### src/cpuPkg.sv
// CPU shared definitions
package cpuPkg;

	localparam int dataBits = 16; // Word and instruction width.
	localparam int regBits = 3; // Register index width.
	localparam int regCount = 8; // Registers in the file.
	localparam logic [regBits-1:0] pcIndex = 3'd7; // Top register is the PC.

	// Instruction opcodes, bits 15 to 12.
	typedef enum logic [3:0] {
		opAdd = 4'h0, // rd = ra + rb.
		opSub = 4'h1, // rd = ra - rb.
		opAnd = 4'h2, // rd = ra & rb.
		opOr = 4'h3, // rd = ra | rb.
		opXor = 4'h4, // rd = ra ^ rb.
		opLdi = 4'h5, // rd = zero-extended imm.
		opLd = 4'h6, // rd = mem[ra].
		opSt = 4'h7, // mem[ra] = rb.
		opInc = 4'h8, // rd = ra + 1.
		opHalt = 4'hF // Stop the core.
	} opcodeT;

	// Bus sequencer states.
	typedef enum logic [2:0] {
		stIdle, // Out of reset.
		stFetch, // Instruction read.
		stExec, // Decode and write-back.
		stMem, // Data read or write.
		stHalted // Parked until reset.
	} stateT;

	typedef struct packed {
		logic [regBits-1:0] aSel; // ALU A operand.
		logic [regBits-1:0] bSel; // ALU B operand.
		logic [regBits-1:0] mSel; // Bus write data.
		logic [regBits-1:0] addrSel; // Bus address.
	} regSelT;

	typedef struct packed {
		logic [regCount-1:0] ldAlu; // Load from ALU result.
		logic [regCount-1:0] ldMem; // Load from bus data.
		logic [regCount-1:0] ldImm; // Load from immediate.
		logic [regCount-1:0] inc; // Increment in place.
	} regLoadT;

	typedef struct packed {
		opcodeT op;
		logic [regBits-1:0] rd;
		logic [regBits-1:0] ra;
		logic [regBits-1:0] rb;
		logic [dataBits-1:0] imm; // Already zero-extended.
	} decodedT;

endpackage

### src/registerFile.sv
// Eight-entry register file
`timescale 1ns/1ns

module registerFile #(
	parameter logic [cpuPkg::dataBits-1:0] resetPc = '0 // PC value after reset.
) (
	input logic CLK,
	input logic arstN,
	input logic [cpuPkg::dataBits-1:0] aluIn, // ALU result.
	input logic [cpuPkg::dataBits-1:0] memIn, // Bus read data.
	input logic [cpuPkg::dataBits-1:0] immIn, // Instruction immediate.
	input cpuPkg::regLoadT load, // Per-register strobes.
	input cpuPkg::regSelT sel, // Read port indexes.
	output logic [cpuPkg::dataBits-1:0] aluA,
	output logic [cpuPkg::dataBits-1:0] aluB,
	output logic [cpuPkg::dataBits-1:0] mData,
	output logic [cpuPkg::dataBits-1:0] mAddr
);

	logic [cpuPkg::dataBits-1:0] regs [cpuPkg::regCount]; // Register storage.

	// Each register picks one source per cycle.
	always_ff @(posedge CLK or negedge arstN)
	begin
		if (!arstN)
		begin
			for (int i = 0; i < cpuPkg::regCount; i++)
			begin
				if (i == int'(cpuPkg::pcIndex))
					regs[i] <= resetPc; // Start address.
				else
					regs[i] <= '0;
			end
		end
		else
		begin
			for (int i = 0; i < cpuPkg::regCount; i++)
			begin
				if (load.ldMem[i])
					regs[i] <= memIn; // Memory wins.
				else if (load.ldAlu[i])
					regs[i] <= aluIn;
				else if (load.ldImm[i])
					regs[i] <= immIn;
				else if (load.inc[i])
					regs[i] <= regs[i] + 1'b1; // Wraps at 2^16.
			end
		end
	end

	// Combinational read ports.
	assign aluA = regs[sel.aSel]; // Operand A.
	assign aluB = regs[sel.bSel]; // Operand B.
	assign mData = regs[sel.mSel]; // Store data.
	assign mAddr = regs[sel.addrSel]; // PC in fetch, ra otherwise.

endmodule

### src/instrDecode.sv
// Instruction decoder
`timescale 1ns/1ns

module instrDecode (
	input logic [cpuPkg::dataBits-1:0] instr, // Instruction register.
	input logic fetching, // Sequencer is in fetch.
	output cpuPkg::decodedT dec,
	output cpuPkg::regSelT sel
);

	cpuPkg::opcodeT op; // Cleaned opcode.

	// Unused codes behave as halt.
	always_comb
	begin
		case (instr[15:12])
			cpuPkg::opAdd,
			cpuPkg::opSub,
			cpuPkg::opAnd,
			cpuPkg::opOr,
			cpuPkg::opXor,
			cpuPkg::opLdi,
			cpuPkg::opLd,
			cpuPkg::opSt,
			cpuPkg::opInc:
				op = cpuPkg::opcodeT'(instr[15:12]); // Known code.
			default:
				op = cpuPkg::opHalt;
		endcase
	end

	// Field split.
	always_comb
	begin
		dec.op = op;
		dec.rd = instr[11:9]; // Destination.
		dec.ra = instr[8:6]; // Source A, also the data address.
		dec.rb = instr[5:3]; // Source B, also the store data.
		dec.imm = {{(cpuPkg::dataBits - 8){1'b0}}, instr[7:0]}; // Zero-extended.
	end

	// Read port selections.
	always_comb
	begin
		sel.aSel = dec.ra;
		sel.bSel = dec.rb;
		sel.mSel = dec.rb; // Store source.
		if (fetching)
			sel.addrSel = cpuPkg::pcIndex; // Fetch from PC.
		else
			sel.addrSel = dec.ra; // Load or store address.
	end

endmodule

### src/aluExecute.sv
// Arithmetic and logic unit
`timescale 1ns/1ns

module aluExecute (
	input cpuPkg::decodedT dec, // Decoded instruction.
	input logic [cpuPkg::dataBits-1:0] a, // Operand from ra.
	input logic [cpuPkg::dataBits-1:0] b, // Operand from rb.
	output logic [cpuPkg::dataBits-1:0] result
);

	logic [cpuPkg::dataBits-1:0] sum; // a + b.
	logic [cpuPkg::dataBits-1:0] diff; // a - b.
	logic [cpuPkg::dataBits-1:0] incr; // a + 1.

	// Modulo arithmetic, carries dropped.
	assign sum = a + b;
	assign diff = a - b; // Underflow wraps.
	assign incr = a + 1'b1;

	// Opcode picks the result.
	always_comb
	begin
		case (dec.op)
			cpuPkg::opAdd:
				result = sum;
			cpuPkg::opSub:
				result = diff;
			cpuPkg::opAnd:
				result = a & b;
			cpuPkg::opOr:
				result = a | b;
			cpuPkg::opXor:
				result = a ^ b;
			cpuPkg::opInc:
				result = incr; // rb ignored.
			default:
				result = '0; // Not loaded anywhere.
		endcase
	end

endmodule

### src/busResult.sv
// Bus sequencer and write-back
`timescale 1ns/1ns

module busResult (
	input logic CLK,
	input logic arstN,
	input cpuPkg::decodedT dec, // Current instruction fields.
	input logic wbAck,
	input logic [cpuPkg::dataBits-1:0] wbDatI, // Instruction or load data.
	output logic [cpuPkg::dataBits-1:0] instr, // Instruction register.
	output logic fetching,
	output cpuPkg::regLoadT load, // Register strobes.
	output logic wbCyc,
	output logic wbStb,
	output logic wbWe,
	output logic halted
);

	cpuPkg::stateT state;
	cpuPkg::stateT nextState;
	logic [cpuPkg::regCount-1:0] rdHot; // One-hot destination.
	logic aluOp; // Result comes from the ALU.

	always_ff @(posedge CLK or negedge arstN)
	begin
		if (!arstN)
			state <= cpuPkg::stIdle;
		else
			state <= nextState;
	end

	// Sequencer.
	always_comb
	begin
		nextState = state;
		case (state)
			cpuPkg::stIdle:
				nextState = cpuPkg::stFetch; // First edge after reset.
			cpuPkg::stFetch:
				if (wbAck)
					nextState = cpuPkg::stExec;
			cpuPkg::stExec:
				case (dec.op)
					cpuPkg::opLd, cpuPkg::opSt:
						nextState = cpuPkg::stMem;
					cpuPkg::opHalt:
						nextState = cpuPkg::stHalted;
					default:
						nextState = cpuPkg::stFetch; // Register ops done.
				endcase
			cpuPkg::stMem:
				if (wbAck)
					nextState = cpuPkg::stFetch;
			default:
				nextState = cpuPkg::stHalted; // Stays until reset.
		endcase
	end

	// Capture on fetch ack.
	always_ff @(posedge CLK)
	begin
		if (fetching && wbAck)
			instr <= wbDatI;
	end

	// Bus controls straight from state.
	assign fetching = (state == cpuPkg::stFetch);
	assign wbCyc = fetching || (state == cpuPkg::stMem);
	assign wbStb = wbCyc; // Classic cycle, one strobe per cycle.
	assign wbWe = (state == cpuPkg::stMem) && (dec.op == cpuPkg::opSt);
	assign halted = (state == cpuPkg::stHalted);

	assign aluOp = dec.op inside {cpuPkg::opAdd, cpuPkg::opSub, cpuPkg::opAnd,
		cpuPkg::opOr, cpuPkg::opXor, cpuPkg::opInc};

	// Write-back strobes.
	always_comb
	begin
		rdHot = '0;
		rdHot[dec.rd] = 1'b1;
		load = '0;
		load.inc[cpuPkg::pcIndex] = fetching && wbAck; // PC step at fetch ack.
		if (state == cpuPkg::stExec && aluOp)
			load.ldAlu = rdHot;
		if (state == cpuPkg::stExec && dec.op == cpuPkg::opLdi)
			load.ldImm = rdHot;
		if (state == cpuPkg::stMem && wbAck && dec.op == cpuPkg::opLd)
			load.ldMem = rdHot; // Load data at ack.
	end

endmodule

### src/cpuTop.sv
// Register machine core
`timescale 1ns/1ns

module cpuTop #(
	parameter logic [cpuPkg::dataBits-1:0] resetPc = '0 // First fetch address.
) (
	input logic CLK,
	input logic arstN,
	input logic [cpuPkg::dataBits-1:0] wbDatI,
	input logic wbAck,
	output logic wbCyc,
	output logic wbStb,
	output logic wbWe,
	output logic [cpuPkg::dataBits-1:0] wbAdr,
	output logic [cpuPkg::dataBits-1:0] wbDatO,
	output logic halted
);

	logic [cpuPkg::dataBits-1:0] instr; // Instruction register.
	logic fetching;
	cpuPkg::decodedT dec;
	cpuPkg::regSelT sel;
	cpuPkg::regLoadT load;
	logic [cpuPkg::dataBits-1:0] aluA;
	logic [cpuPkg::dataBits-1:0] aluB;
	logic [cpuPkg::dataBits-1:0] aluResult;

	registerFile #(
		.resetPc(resetPc)
	) regFileInst (
		.CLK(CLK),
		.arstN(arstN),
		.aluIn(aluResult),
		.memIn(wbDatI), // Loads straight off the bus.
		.immIn(dec.imm),
		.load(load),
		.sel(sel),
		.aluA(aluA),
		.aluB(aluB),
		.mData(wbDatO), // Store data.
		.mAddr(wbAdr) // Bus address.
	);

	instrDecode decodeInst (.instr(instr), .fetching(fetching), .dec(dec), .sel(sel));

	aluExecute aluInst (.dec(dec), .a(aluA), .b(aluB), .result(aluResult));

	busResult seqInst (
		.CLK(CLK),
		.arstN(arstN),
		.dec(dec),
		.wbAck(wbAck),
		.wbDatI(wbDatI),
		.instr(instr),
		.fetching(fetching),
		.load(load),
		.wbCyc(wbCyc),
		.wbStb(wbStb),
		.wbWe(wbWe),
		.halted(halted)
	);

endmodule

### config.mk
export PLATFORM = sky130hd
export DESIGN_NAME = cpuTop
export DESIGN_NICKNAME = d
export VERILOG_FILES = /design/src/cpuPkg.sv /design/src/registerFile.sv /design/src/instrDecode.sv /design/src/aluExecute.sv /design/src/busResult.sv /design/src/cpuTop.sv
export SDC_FILE = /design/constraint.sdc
export NUM_CORES = 1
export LEC_CHECK = 0
export ABC_AREA = 1
export BUFFER_PORTS_ARGS = -buffer_cell sky130_fd_sc_hd__buf_4
export CAP_MARGIN = 0
export CORE_MARGIN = 2
export CORE_UTILIZATION = 41
export CTS_CLUSTER_SIZE = 24
export DETAILED_ROUTE_END_ITERATION = 10
export GPL_ROUTABILITY_DRIVEN = 1
export PLACE_DENSITY = 0.55
export SLEW_MARGIN = 15
export SYNTH_ARGS = -nofsm -noshare
export SYNTH_HDL_FRONTEND = slang
export SYNTH_SLANG_ARGS = --single-unit
### constraint.sdc
create_clock -name CLK -period 5.2 [get_ports CLK]
set_clock_uncertainty 0.1 [all_clocks]
set_input_delay 1.04 -clock CLK [delete_from_list [all_inputs] [get_ports CLK]]
set_output_delay 1.04 -clock CLK [all_outputs]
set_load 0.02 [all_outputs]
==> results of run 1 <==
[placed cells by master (no fill, tap or decap), drive strengths merged, types with 12 or more instances in the layout]
master and count:
a31oi 31, nor2 148, o22ai 20, nand3 161
nor3 27, edfxtp 16, o21ai 257, dfrtp 131
inv 272, buf 119, nand2 449, a221oi 14
a21oi 178, clkbuf 20, ha 53, a221o 12
o211ai 20
[path summary, 6_finish.rpt]
check                                            startpoint                               end  slack [ns]  cells after the start
setup / recovery                 seqInst.instr[4]$_DFFE_PP_  regFileInst.regs[13]$_DFFE_PN0P_        0.34                     27
hold / removal             regFileInst.regs[63]$_DFFE_PN0P_  regFileInst.regs[63]$_DFFE_PN0P_        0.41                      2
setup reg to reg                 seqInst.instr[4]$_DFFE_PP_  regFileInst.regs[13]$_DFFE_PN0P_        0.34                     27
hold reg to reg            regFileInst.regs[63]$_DFFE_PN0P_  regFileInst.regs[63]$_DFFE_PN0P_        0.41                      2
max in group asynchronous                             arstN  regFileInst.regs[63]$_DFFE_PN0P_        3.45                      2
min in group asynchronous                             arstN  regFileInst.regs[34]$_DFFE_PN0P_        0.49                      1
[layer usage]
layer / up-vias / track usage, %
met4: 2 / 12.23
met2: 798 / 52.14
met3: 110 / 8.711
li1: 6609 / -
met1: 6652 / 45.34
met5: - / 2.519
[kinds of logic (layout without fill, tap and decap cells)]
logic type | count (synthesis) | count (layout) | share of synthesized area, %
buf+inv | 383 | 423 | 12.18
fa+ha+maj | 54 | 54 | 5.361
other cells | 0 | 1 | 0
simple gates | 808 | 808 | 27.17
xor+xnor | 13 | 13 | 0.8936
compound gates | 561 | 561 | 24.90
flops | 147 | 147 | 29.50
[layout make-up]
cell class / instances / area (sq um)
diodes: 1 / 2.502
clock buffers: 20 / 436.7
clock inverters: 12 / 181.4
fillers: 3204 / 16300
inverters: 272 / 1023
multi-input cells: 1436 / 7465
flip-flops and latches: 147 / 3759
well taps: 396 / 495.5
repair buffers: 119 / 922.1
[power by group through the flow]
stage / combinational [uW] / sequential [uW] / clock [uW]
4_1_cts: 3430 / 1830 / 1350
6_report: 3500 / 1840 / 1340
2_1_floorplan: 2340 / 1750 / 0
3_5_place_dp: 3400 / 1840 / 0
5_1_grt: 3880 / 1880 / 1400
3_3_place_gp: 3380 / 1840 / 0
[state kept, by name (all words and copies together), names as in the netlist]
register,cells
regFileInst.regs,128
seqInst.state,3
seqInst.instr,16
[tightest hold or removal path, stage by stage (launching register included)]
cell and delay [ns]:
sky130_fd_sc_hd__dfrtp_1 0.34, sky130_fd_sc_hd__nand2_1 0.05, sky130_fd_sc_hd__nand3_1 0.07
[through the flow]
step | worst slack [ns] | hold WS (ns)
6_report | 0.3396 | 0.4051
5_1_grt | 0.006990 | 0.4214
4_1_cts | 0.1627 | 0.4042
3_5_place_dp | 0.1854 | 0.3865
3_3_place_gp | 0.2784 | 0.3811
2_1_floorplan | 0.9493 | 0.3652
[timing repair]
| item | in CTS | in global routing |
|---|---|---|
| endpoints found under the setup margin | 0 | 19 |
| resized for setup | 0 | 4 |
| hold endpoints to repair | 0 | 0 |
| setup buffers | 0 | 1 |
==> flow_results.xml, run 1 <==
<?xml version="1.0" encoding="UTF-8"?>
<metrics>
  <group name="placement">
    <metric name="placement.cell_area" unit="sq um">13640</metric>
    <metric name="dp_cells" unit="">2369</metric>
    <metric name="hpwl" unit="um">39460</metric>
    <metric name="globalplace.congestion" unit="">0.9510</metric>
    <metric name="numPortBuffers" unit="">54</metric>
  </group>
  <group name="detailed_routing">
    <metric name="drc_errors" unit="">0</metric>
    <metric name="wl_met1" unit="um">23120</metric>
    <metric name="drt-initial-drc-count" unit="">1684</metric>
    <metric name="met3RoutedLength" unit="um">6134</metric>
    <metric name="met2_routed_wirelength" unit="um">24130</metric>
    <metric name="routed.top_layer" unit="">met5</metric>
    <metric name="routed_wirelength" unit="um">55410</metric>
    <metric name="routed_wire_length_per_instance" unit="um">23.06</metric>
    <metric name="postRouteAntennaNets" unit="">0</metric>
    <metric name="drt-vias-per-instance" unit="">5.897</metric>
    <metric name="routed-via-count" unit="">14171</metric>
    <metric name="dr.pass1.iters" unit="">6</metric>
  </group>
  <group name="setup_path">
    <metric name="worstPathArrival" unit="ns">5.08</metric>
    <metric name="crit_path_top_delay_cell" unit="">sky130_fd_sc_hd__edfxtp_1</metric>
    <metric name="crit_path_start_kind" unit="">flop</metric>
    <metric name="critPathMaxFanout" unit="">8</metric>
    <metric name="cp.buffers_inverters" unit="">3</metric>
    <metric name="worst-setup-path-type" unit="">reg -&gt; reg</metric>
    <metric name="worst_path_most_repeated_cell" unit="">sky130_fd_sc_hd__o21ai_0</metric>
    <metric name="critPathMaxStageDelay" unit="ns">0.55</metric>
    <metric name="cpLargestDelayFamily" unit="">simple AND/OR/NAND/NOR gates</metric>
    <metric name="timing.critical_path.required" unit="ns">5.42</metric>
    <metric name="end_kind" unit="">flop</metric>
  </group>
  <group name="global_route">
    <metric name="vias_in_the_first_global_route" unit="">13168</metric>
    <metric name="grt_first_pass_wirelength" unit="um">82480</metric>
    <metric name="grt.total_usage" unit="%">33.74</metric>
    <metric name="pin_count_of_the_biggest_net_entering_global_routing" unit="">68</metric>
    <metric name="globalRouteOverflowTotal" unit="">0</metric>
    <metric name="antenna_found_initial" unit="">1</metric>
  </group>
  <group name="clock_network">
    <metric name="worstSkewPairLatency" unit="ns">0.44</metric>
    <metric name="cts_bufs_inserted" unit="">17</metric>
    <metric name="hold_buffers" unit="">0</metric>
    <metric name="tritoncts" unit="">built</metric>
    <metric name="tritoncts_num_sinks" unit="">147</metric>
    <metric name="path_clk_slew" unit="ns">0.06</metric>
    <metric name="ctsLongestPathBuffers" unit="">2</metric>
    <metric name="cts_h_tree_depth" unit="">4</metric>
    <metric name="cts_root_buf" unit="">sky130_fd_sc_hd__clkbuf_16</metric>
  </group>
  <group name="power">
    <metric name="total_switching_power" unit="uW">3135</metric>
    <metric name="pwr-share-comb" unit="%">52.4</metric>
    <metric name="internal-power" unit="uW">3542</metric>
    <metric name="power.clock.fraction" unit="%">20.0</metric>
    <metric name="pwr_density_cell" unit="nW/um^2">467.4</metric>
    <metric name="power.leakage" unit="uW">0.006816</metric>
    <metric name="power_switching_share" unit="%">46.95</metric>
    <metric name="totalPowerFinal" unit="uW">6677</metric>
    <metric name="power.ir.vdd_worst" unit="uV">161.2</metric>
    <metric name="seq_power_share" unit="%">27.6</metric>
  </group>
  <group name="cells_and_area">
    <metric name="finalInstanceArea" unit="sq um">14290</metric>
    <metric name="syn2layout_area_growth" unit="%">12.11</metric>
    <metric name="final_nets" unit="">2066</metric>
    <metric name="post_layout_nonfiller_instances" unit="">2403</metric>
    <metric name="fraction_of_layout_cells_with_a_size_suffix_above_1" unit="%">10.92</metric>
    <metric name="layout.core_utilization" unit="%">46.70</metric>
  </group>
  <group name="synthesis">
    <metric name="synthTopCellsByCount" unit="">sky130_fd_sc_hd__nand2_1, sky130_fd_sc_hd__inv_1, sky130_fd_sc_hd__o21ai_0</metric>
    <metric name="synth_seq_cells" unit="">147</metric>
    <metric name="yosys.cell_types.count" unit="">55</metric>
    <metric name="ys_async_sr_fraction" unit="%">89.12</metric>
    <metric name="synth_enable_flop_cells" unit="">16</metric>
    <metric name="ys_dominant_reg_cell" unit="">sky130_fd_sc_hd__dfrtp_1</metric>
    <metric name="synth_area" unit="sq um">12740</metric>
    <metric name="syn-instance-count" unit="">1966</metric>
    <metric name="cell_type_contributing_the_most_total_cell_area_after_synthesis" unit="">sky130_fd_sc_hd__dfrtp_1</metric>
    <metric name="yosysTopAreaCellShare" unit="%">25.73</metric>
    <metric name="post_synth.cell_area_avg" unit="sq um">6.481</metric>
    <metric name="synthesis.nets" unit="">2039</metric>
    <metric name="synth.most_common_cell" unit="">sky130_fd_sc_hd__nand2_1</metric>
    <metric name="synthTopCellsByArea" unit="">sky130_fd_sc_hd__dfrtp_1, sky130_fd_sc_hd__nand2_1, sky130_fd_sc_hd__o21ai_0</metric>
    <metric name="synth_warnings" unit="">0</metric>
    <metric name="synth_seq_area_share" unit="%">29.50</metric>
  </group>
  <group name="die">
    <metric name="floorplan.initialDensity" unit="%">41.66</metric>
    <metric name="design.portCount" unit="">55</metric>
    <metric name="die_width" unit="um">180.3</metric>
    <metric name="fp.dieArea" unit="sq um">32500</metric>
    <metric name="chipHeight" unit="um">180.3</metric>
    <metric name="rows" unit="">64</metric>
    <metric name="fp.coreArea" unit="sq um">30590</metric>
  </group>
  <group name="sta">
    <metric name="final.period_utilization" unit="%">93.47</metric>
    <metric name="max-slew-margin-rel" unit="%">18.85</metric>
    <metric name="finalMaxSlewViolations" unit="">0</metric>
    <metric name="fmax" unit="MHz">205.7</metric>
    <metric name="worst-slew-pin-transition" unit="ns">1.216</metric>
    <metric name="rsz_0062_raised_after_global_routing" unit="">false</metric>
    <metric name="tmin_final" unit="ns">4.860</metric>
    <metric name="sum_of_negative_setup_slack" unit="ns">0</metric>
    <metric name="final-hold-violation-count" unit="">0</metric>
    <metric name="setup_viol_count_final" unit="">0</metric>
  </group>
  <group name="worst_hold_path">
    <metric name="min_path_type" unit="">reg -&gt; reg</metric>
  </group>
  <group name="status">
    <metric name="outcome" unit="">completed</metric>
  </group>
  <group name="job">
    <metric name="max_cap_violations" unit="">0</metric>
  </group>
</metrics>
No activity file was read; power rests on OpenSTA's default activity.
==> inputs of run 2 (changes only) <==
--- a/config.mk
+++ b/config.mk
@@ -13,8 +13,10 @@
 export CTS_CLUSTER_SIZE = 24
 export DETAILED_ROUTE_END_ITERATION = 10
 export GPL_ROUTABILITY_DRIVEN = 1
-export PLACE_DENSITY = 0.55
+export PLACE_DENSITY = 0.54
+export SKIP_LAST_GASP = 1
 export SLEW_MARGIN = 15
 export SYNTH_ARGS = -nofsm -noshare
 export SYNTH_HDL_FRONTEND = slang
+export SYNTH_HIERARCHICAL = 1
 export SYNTH_SLANG_ARGS = --single-unit
==> run 2 against run 1 <==
Effect of this change: critical path depth shrank 2; first-iteration DRC count grew 110%; sequential power grew 15%; sequential cell count is the same; largest cell class unchanged.
==> flow_results.xml, run 2 <==
<?xml version="1.0" encoding="UTF-8"?>
<metrics>
  <group name="die">
    <metric name="fp.coreArea" unit="sq um">45480</metric>
    <metric name="chipHeight" unit="um">219</metric>
    <metric name="die_width" unit="um">219</metric>
    <metric name="rows" unit="">78</metric>
    <metric name="fp.dieArea" unit="sq um">47960</metric>
    <metric name="floorplan.initialDensity" unit="%">41.67</metric>
    <metric name="design.portCount" unit="">55</metric>
  </group>
  <group name="sta">
    <metric name="sum_of_negative_setup_slack" unit="ns">0</metric>
    <metric name="tmin_final" unit="ns">4.765</metric>
    <metric name="setup_viol_count_final" unit="">0</metric>
    <metric name="rsz_0062_raised_after_global_routing" unit="">false</metric>
    <metric name="max-slew-margin-rel" unit="%">25.97</metric>
    <metric name="worst-slew-pin-transition" unit="ns">1.103</metric>
    <metric name="finalMaxSlewViolations" unit="">0</metric>
    <metric name="final-hold-violation-count" unit="">0</metric>
    <metric name="fmax" unit="MHz">209.9</metric>
    <metric name="final.period_utilization" unit="%">91.63</metric>
  </group>
  <group name="worst_hold_path">
    <metric name="min_path_type" unit="">reg -&gt; reg</metric>
    <metric name="hold_start" unit="">regFileInst/regs[95]$_DFFE_PN0P_</metric>
    <metric name="whs_path_depth" unit="">2</metric>
    <metric name="whs_endpoint" unit="">regFileInst/regs[95]$_DFFE_PN0P_</metric>
  </group>
  <group name="global_route">
    <metric name="pin_count_of_the_biggest_net_entering_global_routing" unit="">80</metric>
    <metric name="grt_first_pass_wirelength" unit="um">147800</metric>
    <metric name="antenna_found_initial" unit="">5</metric>
    <metric name="vias_in_the_first_global_route" unit="">21020</metric>
    <metric name="grt.total_usage" unit="%">43.08</metric>
    <metric name="globalRouteOverflowTotal" unit="">0</metric>
  </group>
  <group name="setup_path">
    <metric name="r2r.worst_path.cells" unit="">25</metric>
    <metric name="worstPathArrival" unit="ns">5.09</metric>
    <metric name="cpLargestDelayFamily" unit="">compound AO/OA/AOI/OAI gates</metric>
    <metric name="crit_path_top_delay_cell" unit="">sky130_fd_sc_hd__edfxtp_1</metric>
    <metric name="cp.buffers_inverters" unit="">3</metric>
    <metric name="end_kind" unit="">flop</metric>
    <metric name="crit_path_start_kind" unit="">flop</metric>
    <metric name="r2r-start" unit="">seqInst/instr[3]$_DFFE_PP_</metric>
    <metric name="critPathMaxFanout" unit="">53</metric>
    <metric name="critPathMaxStageDelay" unit="ns">0.44</metric>
    <metric name="rr_endpoint" unit="">regFileInst/regs[92]$_DFFE_PN0P_</metric>
    <metric name="timing.critical_path.required" unit="ns">5.53</metric>
    <metric name="worst-setup-path-type" unit="">reg -&gt; reg</metric>
    <metric name="r2r_setup_slk" unit="ns">0.43</metric>
    <metric name="worst_path_most_repeated_cell" unit="">sky130_fd_sc_hd__nand2_1</metric>
  </group>
  <group name="clock_network">
    <metric name="tritoncts_num_sinks" unit="">147</metric>
    <metric name="postCtsSetupBuffers" unit="">0</metric>
    <metric name="worstSkewPairLatency" unit="ns">0.50</metric>
    <metric name="ctsLongestPathBuffers" unit="">2</metric>
    <metric name="cts_root_buf" unit="">sky130_fd_sc_hd__clkbuf_16</metric>
    <metric name="hold_buffers" unit="">0</metric>
    <metric name="tritoncts" unit="">built</metric>
    <metric name="cts_bufs_inserted" unit="">17</metric>
    <metric name="cts_h_tree_depth" unit="">4</metric>
    <metric name="path_clk_slew" unit="ns">0.08</metric>
  </group>
  <group name="cells_and_area">
    <metric name="layout_common_cells" unit="">sky130_fd_sc_hd__nand2_1, sky130_fd_sc_hd__a21oi_1, sky130_fd_sc_hd__o21ai_0</metric>
    <metric name="largest_register_ff_count" unit="">128</metric>
    <metric name="layout_top_registers" unit="">regFileInst/regs x128, seqInst/instr x16, seqInst/state x3</metric>
    <metric name="syn2layout_area_growth" unit="%">6.952</metric>
    <metric name="commonest_non_fill_non_tap_cell_in_the_layout" unit="">sky130_fd_sc_hd__nand2_1</metric>
    <metric name="post_layout_nonfiller_instances" unit="">3830</metric>
    <metric name="nFillCells" unit="">4962</metric>
    <metric name="max_flop_register" unit="">regFileInst/regs</metric>
    <metric name="final_nets" unit="">3293</metric>
    <metric name="fraction_of_layout_cells_with_a_size_suffix_above_1" unit="%">7.993</metric>
  </group>
  <group name="power">
    <metric name="power.leakage" unit="uW">0.009335</metric>
    <metric name="pwr_density_cell" unit="nW/um^2">453.7</metric>
    <metric name="power.ir.vdd_worst" unit="uV">289.1</metric>
    <metric name="totalPowerFinal" unit="uW">9197</metric>
  </group>
  <group name="detailed_routing">
    <metric name="routed-via-count" unit="">23756</metric>
    <metric name="dr.pass1.iters" unit="">7</metric>
    <metric name="routed_wire_length_per_instance" unit="um">27.13</metric>
    <metric name="drc_errors" unit="">0</metric>
    <metric name="drt-initial-drc-count" unit="">3546</metric>
    <metric name="postRouteAntennaNets" unit="">0</metric>
    <metric name="drt-vias-per-instance" unit="">6.203</metric>
    <metric name="routed_wirelength" unit="um">103900</metric>
  </group>
  <group name="status">
    <metric name="outcome" unit="">completed</metric>
  </group>
  <group name="placement">
    <metric name="globalplace.congestion" unit="">1.081</metric>
    <metric name="numPortBuffers" unit="">54</metric>
    <metric name="dp_cells" unit="">3796</metric>
    <metric name="hpwl" unit="um">74780</metric>
  </group>
  <group name="synthesis">
    <metric name="synth_warnings" unit="">6</metric>
    <metric name="syn-instance-count" unit="">3298</metric>
    <metric name="post_synth.cell_area_avg" unit="sq um">5.746</metric>
    <metric name="synth_area" unit="sq um">18950</metric>
  </group>
  <group name="job">
    <metric name="max_cap_violations" unit="">0</metric>
  </group>
</metrics>
run 2: how the worst max path moves through the flow:
stage / cells past startpoint / startpoint / to
after floorplan: 31 / seqInst/instr[4]$_DFFE_PP_ / regFileInst/regs[109]$_DFFE_PN0P_
after global placement: 21 / seqInst/instr[3]$_DFFE_PP_ / regFileInst/regs[108]$_DFFE_PN0P_
after detailed placement: 24 / seqInst/instr[3]$_DFFE_PP_ / regFileInst/regs[42]$_DFFE_PN0P_
after CTS: 21 / seqInst/instr[3]$_DFFE_PP_ / regFileInst/regs[108]$_DFFE_PN0P_
after global routing: 25 / seqInst/instr[3]$_DFFE_PP_ / regFileInst/regs[92]$_DFFE_PN0P_
final: 25 / seqInst/instr[3]$_DFFE_PP_ / regFileInst/regs[92]$_DFFE_PN0P_
run 2: routing by layer:
layer  GRT usage [%]  part of all wire (%)  up-vias
met4           31.69                   8.4        0
met1           56.29                    40    11055
met3           10.78                    11      304
met5               0                     0        -
li1                -                     -    10874
met2           61.08                    40     1523
run 2: where the power goes:
group	leakage (uW)	internal (uW)	total (uW)	switching (uW)
combinational	0.00722	1720	5830	4110
sequential	0.00185	1480	2110	632
clock	0.000266	654	1250	600
run 2: final cells by class:
class,instances,area [sq um],share of cell area [%]
tap,600,750.7,3.704
antenna,2,5.005,0.02469
sequential,147,3759,18.54
timing repair buffer,162,1249,6.161
inverter,282,1059,5.222
clock inverter,9,72.57,0.3580
clock buffer,23,478.0,2.358
multi-input combinational,2605,12900,63.63
run 2: through the flow:
stage	setup slack, ns	util (%)	hold WS, ns	instance area, sq um
after floorplan	1.173	-	0.3638	19000
after global placement	0.5200	43.33	0.3818	19710
after detailed placement	0.4922	43.33	0.3924	19710
after CTS	0.4690	44.54	0.4128	20260
after global routing	0.02542	44.56	0.4322	20260
final	0.4350	44.57	0.4122	20270
run 2: worst min-delay path, cell delays in order, from the launching register on:
cell and delay [ns]:
sky130_fd_sc_hd__dfrtp_1 0.37, sky130_fd_sc_hd__nand2_1 0.06, sky130_fd_sc_hd__nand2_1 0.05
run 2: what timing repair did:
| item | 4_1_cts | 5_1_grt |
|---|---|---|
| gates resized for setup | 0 | 2 |
| endpoints found under the setup margin | 0 | 18 |
| hold endpoints to repair | 0 | 0 |
